`src/speech_pkg.sv`:
```
////////////////////
// Widths, register map, sample and frame types of the speech synthesizer
////////////////////
package speech_pkg;

   localparam int NSTAGES    = 4;
   localparam int SAMPLE_DIV = 20;   // Clocks per sample tick
   localparam int SAMPLE_W   = 14;
   localparam int COEF_W     = 10;
   localparam int COEF_FRAC  = 9;
   localparam int OUT_W      = 10;   // Top bits of the sample
   localparam int DATA_W     = 10;
   localparam int ADDR_W     = 3;
   localparam int LFSR_W     = 13;

   // Product and sum widths inside a lattice stage
   localparam int PROD_W = SAMPLE_W + COEF_W;
   localparam int SUM_W  = PROD_W + 1;

   typedef logic [ADDR_W-1:0] addr_t;
   typedef logic [DATA_W-1:0] data_t;

   localparam addr_t REG_ENERGY = 3'd0;
   localparam addr_t REG_PITCH  = 3'd1;
   localparam addr_t REG_K0     = 3'd2;   // k0..k3 at 2..5
   localparam addr_t REG_CMD    = 3'd6;
   localparam addr_t REG_STATUS = 3'd7;

   localparam logic [LFSR_W-1:0] LFSR_SEED = '1;

   typedef logic signed [SAMPLE_W-1:0] sample_t;
   typedef logic signed [COEF_W-1:0]   coef_t;
   typedef logic [7:0]                 energy_t;
   typedef logic [7:0]                 pitch_t;   // 0 is unvoiced
   typedef logic signed [OUT_W-1:0]    out_t;

   // Active frame
   typedef struct packed {
      energy_t                  energy;
      pitch_t                   pitch;
      coef_t [NSTAGES-1:0]      k;
   } frame_t;

endpackage

```
`src/lattice_link_if.sv`:
```
////////////////////
// Link between neighbouring lattice filter stages
////////////////////
`timescale 1ns/10ps

interface lattice_link_if;

   speech_pkg::sample_t fwd;     // Forward path, from upstream
   speech_pkg::sample_t bwd;     // Backward path, from downstream
   logic                tick;
   logic                clear;

   modport up (
      output fwd, tick, clear,
      input  bwd
   );

   modport down (
      input  fwd, tick, clear,
      output bwd
   );

endinterface

```
`src/host_regs.sv`:
```
////////////////////
// Host register bus, shadow frame registers and frame commit at the tick
////////////////////
`timescale 1ns/10ps

module host_regs (
   input  logic                clk,
   input  logic                reset,
   input  logic                ws,
   input  logic                rs,
   input  speech_pkg::addr_t   addr,
   input  speech_pkg::data_t   dd,
   input  logic                tick,
   output speech_pkg::data_t   dq,
   output logic                rdy,
   output speech_pkg::frame_t  frame,
   output logic                talking,
   output logic                restart
);

   speech_pkg::frame_t shadow;
   speech_pkg::data_t  rd_data;
   speech_pkg::addr_t  k_idx;
   logic               k_sel;
   logic               req_pend;    // Start or stop waiting for a tick
   logic               req_start;

   // Addresses below REG_K0 wrap to large indices
   assign k_idx = addr - speech_pkg::REG_K0;
   assign k_sel = (k_idx < speech_pkg::addr_t'(speech_pkg::NSTAGES));

   assign restart = tick & req_pend;

   always_comb begin
      rd_data = '0;
      if (addr == speech_pkg::REG_ENERGY)
         rd_data = speech_pkg::data_t'(shadow.energy);
      else if (addr == speech_pkg::REG_PITCH)
         rd_data = speech_pkg::data_t'(shadow.pitch);
      else if (k_sel)
         rd_data = speech_pkg::data_t'(shadow.k[k_idx]);   // Sign extends
      else if (addr == speech_pkg::REG_STATUS)
         rd_data = speech_pkg::data_t'(talking);
   end

   always_ff @(posedge clk) begin
      if (reset) begin
         shadow    <= '0;
         rdy       <= 1'b0;
         talking   <= 1'b0;
         req_pend  <= 1'b0;
         req_start <= 1'b0;
      end else begin
         rdy <= ws | rs;
         if (ws) begin
            if (addr == speech_pkg::REG_ENERGY)
               shadow.energy <= speech_pkg::energy_t'(dd);
            else if (addr == speech_pkg::REG_PITCH)
               shadow.pitch <= speech_pkg::pitch_t'(dd);
            else if (k_sel)
               shadow.k[k_idx] <= speech_pkg::coef_t'(dd);
         end
         if (restart) begin
            talking  <= req_start;
            req_pend <= 1'b0;
         end
         if (ws && addr == speech_pkg::REG_CMD) begin   // Taken at the next tick
            req_pend  <= 1'b1;
            req_start <= dd[0];
         end
      end
   end

   always_ff @(posedge clk) begin
      if (rs)
         dq <= rd_data;
      if (restart && req_start)
         frame <= shadow;
   end

endmodule

```
`src/excitation_gen.sv`:
```
////////////////////
// Sample tick divider, pitch pulse counter and noise LFSR
////////////////////
`timescale 1ns/10ps

module excitation_gen (
   input  logic                clk,
   input  logic                reset,
   input  speech_pkg::frame_t  frame,
   input  logic                talking,
   input  logic                restart,
   output logic                tick,
   lattice_link_if.up          link
);

   typedef logic [$clog2(speech_pkg::SAMPLE_DIV)-1:0] div_t;

   div_t                           div_cnt;
   speech_pkg::pitch_t             pulse_cnt;
   logic [speech_pkg::LFSR_W-1:0]  lfsr;
   speech_pkg::sample_t            amp;
   speech_pkg::sample_t            exc;

   assign tick = (div_cnt == div_t'(speech_pkg::SAMPLE_DIV - 1));
   assign amp  = speech_pkg::sample_t'({frame.energy, 4'b0000});   // Energy times 16

   always_comb begin
      if (!talking)
         exc = '0;
      else if (frame.pitch == '0)
         exc = lfsr[0] ? amp : -amp;   // Unvoiced noise
      else if (pulse_cnt == '0)
         exc = amp;
      else
         exc = '0;
   end

   always_ff @(posedge clk) begin
      if (reset) begin
         div_cnt   <= '0;
         pulse_cnt <= '0;
         lfsr      <= speech_pkg::LFSR_SEED;
      end else begin
         div_cnt <= tick ? '0 : div_cnt + 1'b1;
         if (tick) begin
            if (talking)   // Same taps as the 13 bit noise source of the chip
               lfsr <= {lfsr[0], lfsr[12:4], lfsr[3] ^ lfsr[12],
                        lfsr[2] ^ lfsr[12], lfsr[1] ^ lfsr[0]};
            if (restart)
               pulse_cnt <= '0;
            else if (talking && frame.pitch != '0)
               pulse_cnt <= (pulse_cnt == '0) ? frame.pitch - 1'b1 : pulse_cnt - 1'b1;
         end
      end
   end

   assign link.fwd   = exc;
   assign link.tick  = tick;
   assign link.clear = restart;

endmodule

```
`src/lattice_stage.sv`:
```
////////////////////
// One reflection stage of the all-pole lattice filter
////////////////////
`timescale 1ns/10ps

module lattice_stage (
   input  logic                clk,
   input  logic                reset,
   input  speech_pkg::coef_t   k,
   lattice_link_if.down        up,
   lattice_link_if.up          dn
);

   speech_pkg::sample_t                 b;        // Backward delay
   speech_pkg::sample_t                 f_out;
   speech_pkg::sample_t                 b_next;
   logic signed [speech_pkg::PROD_W-1:0] kb_prod;
   logic signed [speech_pkg::PROD_W-1:0] kf_prod;
   logic signed [speech_pkg::SUM_W-1:0]  f_sum;
   logic signed [speech_pkg::SUM_W-1:0]  b_sum;

   function automatic speech_pkg::sample_t saturate(
      input logic signed [speech_pkg::SUM_W-1:0] v);
      localparam int W = speech_pkg::SAMPLE_W;
      localparam int S = speech_pkg::SUM_W;
      if (v[S-1:W-1] == {(S-W+1){v[S-1]}})
         return v[W-1:0];
      else if (v[S-1])
         return {1'b1, {(W-1){1'b0}}};
      else
         return {1'b0, {(W-1){1'b1}}};
   endfunction

   always_comb begin
      kb_prod = k * b;
      f_sum   = up.fwd - (kb_prod >>> speech_pkg::COEF_FRAC);
      f_out   = saturate(f_sum);
      kf_prod = k * f_out;
      b_sum   = dn.bwd + (kf_prod >>> speech_pkg::COEF_FRAC);
      b_next  = saturate(b_sum);
   end

   always_ff @(posedge clk) begin
      if (reset)
         b <= '0;
      else if (up.tick)
         b <= up.clear ? '0 : b_next;
   end

   assign up.bwd   = b;
   assign dn.fwd   = f_out;
   assign dn.tick  = up.tick;
   assign dn.clear = up.clear;

endmodule

```
`src/sample_out.sv`:
```
////////////////////
// Output sample register and valid strobe
////////////////////
`timescale 1ns/10ps

module sample_out (
   input  logic                clk,
   input  logic                reset,
   input  logic                talking,
   lattice_link_if.down        link,
   output speech_pkg::out_t    dac_out,
   output logic                sample_valid
);

   logic take;

   assign take     = link.tick & talking;
   assign link.bwd = '0;   // End of the backward chain

   always_ff @(posedge clk) begin
      if (reset)
         sample_valid <= 1'b0;
      else
         sample_valid <= take;
   end

   // Top bits only, low bits dropped
   always_ff @(posedge clk) begin
      if (take)
         dac_out <= link.fwd[speech_pkg::SAMPLE_W-1 -: speech_pkg::OUT_W];
   end

endmodule

```
`src/speech_synth.sv`:
```
////////////////////
// Speech synthesizer top: host registers, excitation, lattice and output
////////////////////
`timescale 1ns/10ps

module speech_synth (
   input  logic               clk,
   input  logic               reset,
   input  logic               ws,
   input  logic               rs,
   input  speech_pkg::addr_t  addr,
   input  speech_pkg::data_t  dd,
   output speech_pkg::data_t  dq,
   output logic               rdy,
   output speech_pkg::out_t   dac_out,
   output logic               sample_valid
);

   speech_pkg::frame_t frame;
   logic               talking;
   logic               restart;
   logic               tick;

   lattice_link_if link [speech_pkg::NSTAGES+1] ();

   host_regs u_host_regs (
      .clk     (clk),
      .reset   (reset),
      .ws      (ws),
      .rs      (rs),
      .addr    (addr),
      .dd      (dd),
      .tick    (tick),
      .dq      (dq),
      .rdy     (rdy),
      .frame   (frame),
      .talking (talking),
      .restart (restart)
   );

   excitation_gen u_excitation_gen (
      .clk     (clk),
      .reset   (reset),
      .frame   (frame),
      .talking (talking),
      .restart (restart),
      .tick    (tick),
      .link    (link[0])
   );

   for (genvar gi = 0; gi < speech_pkg::NSTAGES; gi++) begin : g_stage
      lattice_stage u_stage (
         .clk   (clk),
         .reset (reset),
         .k     (frame.k[gi]),
         .up    (link[gi]),
         .dn    (link[gi+1])
      );
   end

   sample_out u_sample_out (
      .clk          (clk),
      .reset        (reset),
      .talking      (talking),
      .link         (link[speech_pkg::NSTAGES]),
      .dac_out      (dac_out),
      .sample_valid (sample_valid)
   );

endmodule

```
`config.mk`:
```
export PLATFORM = sky130hd
export DESIGN_NAME = speech_synth
export DESIGN_NICKNAME = d
export VERILOG_FILES = /design/src/speech_pkg.sv /design/src/lattice_link_if.sv /design/src/host_regs.sv /design/src/excitation_gen.sv /design/src/lattice_stage.sv /design/src/sample_out.sv /design/src/speech_synth.sv
export SDC_FILE = /design/constraint.sdc
export NUM_CORES = 2
export LEC_CHECK = 0
export ABC_AREA = 1
export BUFFER_PORTS_ARGS = -buffer_cell sky130_fd_sc_hd__buf_2
export CORE_UTILIZATION = 40
export CTS_BUF_LIST = sky130_fd_sc_hd__clkbuf_2
export DETAILED_ROUTE_END_ITERATION = 12
export SYNTH_ARGS = -nofsm -noshare
export SYNTH_HDL_FRONTEND = slang
export SYNTH_SLANG_ARGS = --single-unit
```
`constraint.sdc`:
```
create_clock -name clk -period 53.4 [get_ports clk]
set_input_delay 5.34 -clock clk [delete_from_list [all_inputs] [get_ports clk]]
set_output_delay 5.34 -clock clk [all_outputs]
set_load 0.01 [all_outputs]
```
== Word level (Yosys, flattened, before mapping) ==
Cells that the tools add are included.

* Register bits: 219
* Input bits: 17
* Output and inout bits: 22

* Add/subtract/negate cells: 12
* $mul: 8
* Order comparisons: 3
* Equality and inequality tests: 12
* Multiplexer cells: 38
* Bitwise logic cells: 8
* Reductions and logical operators: 17

{| class="wikitable"
|+ Operators by type and width
! cell !! number
|-
| $mux 14 || 23
|-
| $mul 10x14->24 || 8
|-
| $eq 11x11->1 || 7
|-
| $sub 14x15->16 || 4
|-
| $add 14x15->16 || 3
|-
| $bwmux 40 || 1
|-
| $mux 8 || 5
|-
| $mux 10 || 3
|-
| $bmux 10 s2 || 1
|-
| $demux 10 s2 || 1
|-
| $logic_not 8->1 || 2
|-
| $sub 8x1->8 const B || 2
|-
| $neg 12->14 || 1
|-
| $mux 12 || 1
|-
| $reduce_bool 8->1 || 1
|-
| $eq 3x3->1 const B || 2
|-
| $lt 3x3->1 const B || 2
|-
| $reduce_and 2->1 || 3
|-
| $add 5x1->5 const B || 1
|-
| $eq 5x5->1 const B || 1
|-
| $logic_and 1x1->1 || 4
|-
| $reduce_and 4->1 || 1
|-
| $reduce_bool 2->1 || 2
|-
| $reduce_or 2->1 || 2
|-
| other kinds (11) || 17
|}

== Depth between registers and ports, before layout ==
* Depth after elaboration: 20
* Mapped depth: 132
* Gate-level depth less buffers: 126

== Hierarchy ==
A second synthesis with hierarchy kept.

* Cells, all modules: 7404
* Area total of the unflattened synthesis: 57293.7 sq um

{| class="wikitable"
|+ By module, submodules not included
! module !! instances !! cells an instance !! area an instance (sq um) !! sequential area each (sq um)
|-
| lattice_stage (g_stage[2].u_stage) || 1 || 1666 || 12687.2 || 280.3
|-
| lattice_stage (g_stage[0].u_stage) || 1 || 1665 || 12633.4 || 280.3
|-
| lattice_stage (g_stage[1].u_stage) || 1 || 1666 || 12625.9 || 280.3
|-
| lattice_stage (g_stage[3].u_stage) || 1 || 1659 || 12589.6 || 280.3
|-
| host_regs || 1 || 475 || 4692.0 || 3183.1
|-
| excitation_gen || 1 || 244 || 1622.8 || 520.5
|-
| sample_out || 1 || 29 || 442.9 || 320.3
|}

== Worst setup path before layout ==
Ideal clock, no wire load.

* Path kind: reg-to-reg
* Start point: reg u_host_regs.frame[2] (netlist name)
* End point: reg g_stage[3].u_stage.b[4]
* Setup time: 115 ps
* Arrival time: 20555 ps
* Slack: 32730 ps
* Stages on the path, launching flop included: 125
* Path through: edfxtp_1 > clkbuf_1 > clkbuf_1 > nand2_1 > fa_1 > inv_1 > fa_1 > inv_1 > fa_1 > inv_1 > fa_1 > inv_1 > fa_1 > inv_1 > ha_1 > nand2_1 > nor2_1 > inv_2 > [... 89 more ...] > fa_1 > inv_1 > fa_1 > inv_1 > ha_1 > nand2_1 > o21ai_0 > a21oi_1 > nor2_1 > a2111oi_0 > nand3_1 > nand2_1 > nand3_2 > nand2_2 > inv_2 > buf_6 > o21ai_2 > nand2_2

* Cells in the longest elaborated chain, start to end: 17

{| class="wikitable"
|+ Ends and longest elaborated chain
! what !! line !! text
|-
| $mul 10x14->24 * || lattice_stage.sv:35 || <nowiki>kb_prod = k * b;</nowiki>
|-
| $sub 14x15->16 * || lattice_stage.sv:36 || <nowiki>f_sum = up.fwd - (kb_prod >>> speech_pkg::COEF_FRAC);</nowiki>
|-
| $eq 11x11->1 or $mux 14 (tied branches) || lattice_stage.sv:26, lattice_stage.sv:28 ||
|-
| $mux 14 * || lattice_stage.sv:26 || <nowiki>if (v[S-1:W-1] == {(S-W+1){v[S-1]}})</nowiki>
|-
| $sub 14x15->16 * || lattice_stage.sv:36 ||
|-
| $eq 11x11->1 or $mux 14 (tied branches) || lattice_stage.sv:26, lattice_stage.sv:28 ||
|-
| $mux 14 * || lattice_stage.sv:26 ||
|-
| $sub 14x15->16 * || lattice_stage.sv:36 ||
|-
| [... 2 more ...] || n/a ||
|-
| $sub 14x15->16 * || lattice_stage.sv:36 ||
|-
| $eq 11x11->1 or $mux 14 (tied branches) || lattice_stage.sv:26, lattice_stage.sv:28 ||
|-
| $mux 14 * || lattice_stage.sv:26 ||
|-
| net g_stage[3].u_stage.dn.fwd[7] || lattice_link_if.sv:14 || <nowiki>output fwd, tick, clear,</nowiki>
|-
| $mul 10x14->24 * || lattice_stage.sv:38 || <nowiki>kf_prod = k * f_out;</nowiki>
|-
| $mux 14 or $eq 1x1->1 (tied branches) || lattice_stage.sv:28, lattice_stage.sv:26 ||
|-
| $mux 14 * || lattice_stage.sv:26 ||
|-
| $mux 14 * || lattice_stage.sv:47 || <nowiki>b <= up.clear ? '0 : b_next;</nowiki>
|-
| to (signal assigned) || lattice_stage.sv:47 ||
|-
| to (decl) || lattice_stage.sv:14 || <nowiki>speech_pkg::sample_t b;</nowiki>
|}

The timed path passes the listed nets; every way through them passes the cells marked *.
A chain may end at the register's enable or synchronous reset.

== Worst setup path after layout ==
* Start point: reg u_host_regs.frame[9] (netlist name)
* End point: reg g_stage[3].u_stage.b[2]

* Cells in the longest elaborated chain, start to end: 17

{| class="wikitable"
|+ Ends and longest elaborated chain
! what !! line
|-
| $mul 10x14->24 * || lattice_stage.sv:35
|-
| $sub 14x15->16 * || lattice_stage.sv:36
|-
| $eq 11x11->1 or $mux 14 (tied branches) || lattice_stage.sv:26, lattice_stage.sv:28
|-
| $mux 14 * || lattice_stage.sv:26
|-
| $sub 14x15->16 * || lattice_stage.sv:36
|-
| $eq 11x11->1 or $mux 14 (tied branches) || lattice_stage.sv:26, lattice_stage.sv:28
|-
| $mux 14 * || lattice_stage.sv:26
|-
| $sub 14x15->16 * || lattice_stage.sv:36
|-
| [... 2 more ...] || n/a
|-
| $sub 14x15->16 * || lattice_stage.sv:36
|-
| $eq 11x11->1 or $mux 14 (tied branches) || lattice_stage.sv:26, lattice_stage.sv:28
|-
| $mux 14 * || lattice_stage.sv:26
|-
| net g_stage[3].u_stage.dn.fwd[7] || lattice_link_if.sv:14
|-
| $mul 10x14->24 * || lattice_stage.sv:38
|-
| $mux 14 or $eq 1x1->1 (tied branches) || lattice_stage.sv:28, lattice_stage.sv:26
|-
| $mux 14 * || lattice_stage.sv:26
|-
| $mux 14 * || lattice_stage.sv:47
|}

Marked as above.

==> impl_metrics.yaml <==
logic_synthesis:
  synth_top_family_by_area: "adder cells"
  synth_area_mm2: 0.0528
  synth_compound_area_share_pct: 7.19
  synth-simple-area-share_pct: 15.2
  synth_xor_xnor_area_share_pct: 4.48
  synth_nets: 7998
  synth_edf_count: 76
  synthCells: 6463
  synthFlopType: "dfxtp_1"
  avgSynthCellArea_um2: 8.17
  synth_async_sr_flop_share_pct: 0
  synthMuxAreaShare_pct: 0
  yosys.cell_types.count: 67
  yosysWarningCount: 0
  ys_ff_latch: 219
  synthAdderAreaFrac_pct: 50.0
  synth_seq_area_share_pct: 9.74
layout:
  fin_nets: 7937
  area_growth_pct: 4.40
  utilization_pct: 42.4
  layout-drive-gt1-share_pct: 4.71
status:
  status: "complete, no violations"
clocking:
  path_clk_slew_ps: 110
  root_buffer: "clkbuf_2"
  htreeDepth: 2
  clk_latency_ps: 1090
  cts.sinks: 219
  hold_buffers: 0
  cts_setup_buffers: 0
  clock_path_buffers: 3
  cts_tree: "built"
  cts_made_buffers: 56
  cts_resized: 0
detailed_routing:
  ant_nets: 0
  drc_errors: 0
  firstDrtPassIters: 5
  drt_iter0_markers: 2598
  num_vias: 40938
  vias_per_cell: 5.00
  finalWirelength_mm: 147
  wl_per_cell_um: 17.9
setup_path:
  crit_required_ps: 54300
  cpPeakStageDelay_ps: 870
  slowest_stage: "edfxtp_1"
  endpoint_kind: "flip-flop"
  cp_max_fo: 19
  path_class: "reg2reg"
  cp.arrival_ps: 26080
  critPathLaunchType: "flip-flop"
  crit_path_frequent_cell: "a21oi_1"
timing:
  hold_violations: 0
  fin_tns_setup_ps: 0
  setup_violations: 0
  grt_setup_unrepaired: "no"
  drv_slew: 0
  timing.final.crit_period_ps: 25180
  worst_pin_slew_ps: 1220
  max_slew_margin_pct: 18.8
  fin_crit_sh_pct: 47.2
  fmax_ghz: 0.0397
  fin_skew_ps: 145
pwr:
  power_switching_mw: 0.0915
  ir_drop_uv: 11.8
  swShare_pct: 28.9
  clkPwrFrac_pct: 39.6
  p_seq_share_pct: 55.6
  p_int_mw: 0.226
  p_comb_share_pct: 4.9
  power.density_mw_per_mm2: 5.76
  power.leakage_nw: 28.9
job:
  drv_cap: 0
floorplanning:
  die_y_um: 365
  rows: 132
  ios: 39
  coreArea_mm2: 0.130
  die_x_um: 365
  dieArea_mm2: 0.133
  start_util_pct: 40.6
placed_design:
  io_buffers: 38
  place_congestion: 0.951
  dpl.hpwl_mm: 121
min_path:
  hold_class: "reg2reg"
global_route:
  grt_pass1_wl_mm: 234
  gr-total-overflow: 0
  antenna_found_initial: 16
  grt_max_degree: 64
  grt_pass1_vias: 42467
  grt_util_all_layers_pct: 22.6
[metal layers]
layer | track usage (%) | share of wire, % | routed length, um | up-vias
li1 | - | - | - | 19240
met1 | 29.6 | 42 | 62100 | 20284
met2 | 38.6 | 48 | 70800 | 1166
met3 | 2.81 | 5.9 | 8590 | 234
met4 | 7.22 | 3.4 | 5010 | 14
met5 | 0 | 0.055 | 80 | -
[state kept, by name, summed over array words and instances, names as in the netlist, 5 cells and up]
register and count:
g_stage.u_stage.up.bwd 56, u_host_regs.frame 56, u_host_regs.shadow 56, u_excitation_gen.lfsr 13, u_host_regs.dq 10, u_sample_out.dac_out 10, u_excitation_gen.pulse_cnt 8, u_excitation_gen.div_cnt 5
[power by group through the flow]
| stage | clock network, mW | registers (mW) | logic, mW |
|---|---|---|---|
| detailed placement | 0 | 0.180 | 0.0151 |
| global placement | 0 | 0.180 | 0.0150 |
| finish | 0.125 | 0.176 | 0.0154 |
| global route | 0.138 | 0.176 | 0.0169 |
| CTS | 0.130 | 0.176 | 0.0152 |
| floorplan | 0 | 0.179 | 0.00876 |
[layout by cell type (no fill, tap or decap), types with 22 or more instances in the layout]
master    Yosys  layout
clkinv_1     22      34
a21o_1       22      22
ha_1        535     535
nor2_1      365     363
o21bai_1     49      49
nand2_2      53      53
edfxtp_1     76      76
fa_1        983     983
xor2_1      152     152
o21ai_0     154     154
a21oi_1     328     328
nand3_1     112     112
buf_4         2      39
buf_2         4      38
nand4_1      29      29
nor3_1       33      33
o22ai_1      29      29
inv_1      1617    1616
xnor2_1     115     115
nand2_1    1274    1274
dfxtp_1     143     143
clkbuf_2      0      82
[final timing paths]
path	cells past startpoint	end	slack [ps]	start
min reg2reg	0	u_host_regs.frame[16]	410	u_host_regs.shadow[16]
max	111	g_stage[3].u_stage.up.bwd[2]	28220	u_host_regs.frame[9]
max reg2reg	111	g_stage[3].u_stage.up.bwd[2]	28220	u_host_regs.frame[9]
min	0	u_host_regs.frame[16]	410	u_host_regs.shadow[16]
[critical path, delay by kind of cell, from the launching register on]
family | cells | cell delay [ps]
fa+ha+maj | 16 | 7040
flops | 1 | 870
compound gates | 36 | 9180
xor+xnor | 2 | 720
buf+inv | 22 | 2380
simple gates | 35 | 4790
[synth_stat cells, types with 3 or more instances]
cell type / instances / area (um2)
a2111oi_0: 3 / 26.3
a211oi_1: 7 / 52.6
a21o_1: 22 / 165
a21o_2: 3 / 26.3
a21oi_1: 328 / 1640
a22oi_1: 3 / 22.5
a31oi_1: 11 / 68.8
and3_2: 3 / 22.5
buf_1: 19 / 71.3
buf_2: 4 / 20.0
buf_6: 11 / 124
clkbuf_1: 148 / 556
clkbuf_4: 7 / 52.6
clkbuf_8: 4 / 55.1
clkinv_1: 22 / 82.6
dfxtp_1: 143 / 2860
edfxtp_1: 76 / 2280
fa_1: 983 / 19700
ha_1: 535 / 6690
inv_1: 1617 / 6070
inv_2: 6 / 22.5
nand2_1: 1274 / 4780
nand2_2: 53 / 332
nand2_4: 12 / 135
nand3_1: 112 / 561
nand3_2: 12 / 120
nand3b_1: 3 / 22.5
nand4_1: 29 / 181
nor2_1: 365 / 1370
nor2_2: 8 / 50.1
nor2_4: 3 / 33.8
nor3_1: 33 / 165
nor4_1: 10 / 62.6
o2111ai_1: 3 / 26.3
o211ai_1: 15 / 113
o21ai_0: 154 / 771
o21ai_1: 16 / 80.1
o21ai_2: 6 / 52.6
o21bai_1: 49 / 368
o22ai_1: 29 / 181
o31ai_1: 7 / 52.6
or2_2: 19 / 119
xnor2_1: 115 / 1010
xor2_1: 152 / 1330
[through the flow]
stage / setup WS, ps / total power [mW] / instance area (um2) / hold WS [ps] / std cells
after floorplan: 32730 / 0.188 / 52800 / 408 / 6463
after global routing: 26080 / 0.331 / 55100 / 433 / 8192
after CTS: 28500 / 0.321 / 55100 / 393 / 8190
after global placement: 29530 / 0.195 / 54600 / 414 / 8086
after detailed placement: 28710 / 0.195 / 54600 / 413 / 8086
final: 28220 / 0.317 / 55100 / 409 / 8195
[cells by family after synthesis]
group                      Yosys count
and+or+nand+nor                   1944
buffers and inverters             1841
adders and majority gates         1518
AOI/OAI and AO/OA                  673
xor gates and xnor gates           268
DFF                                219
[area by class of cell]
| cell class | instances | area (um2) |
|---|---|---|
| clock inverters | 22 | 131 |
| well taps | 1742 | 2180 |
| repair buffers | 77 | 483 |
| diodes | 5 | 12.5 |
| inverters | 1645 | 6170 |
| clock buffers | 82 | 410 |
| fillers | 13359 | 75000 |
| flip-flops and latches | 219 | 5140 |
| multi-input cells | 4403 | 40600 |
Note: power is estimated with default switching activity, not from simulation.
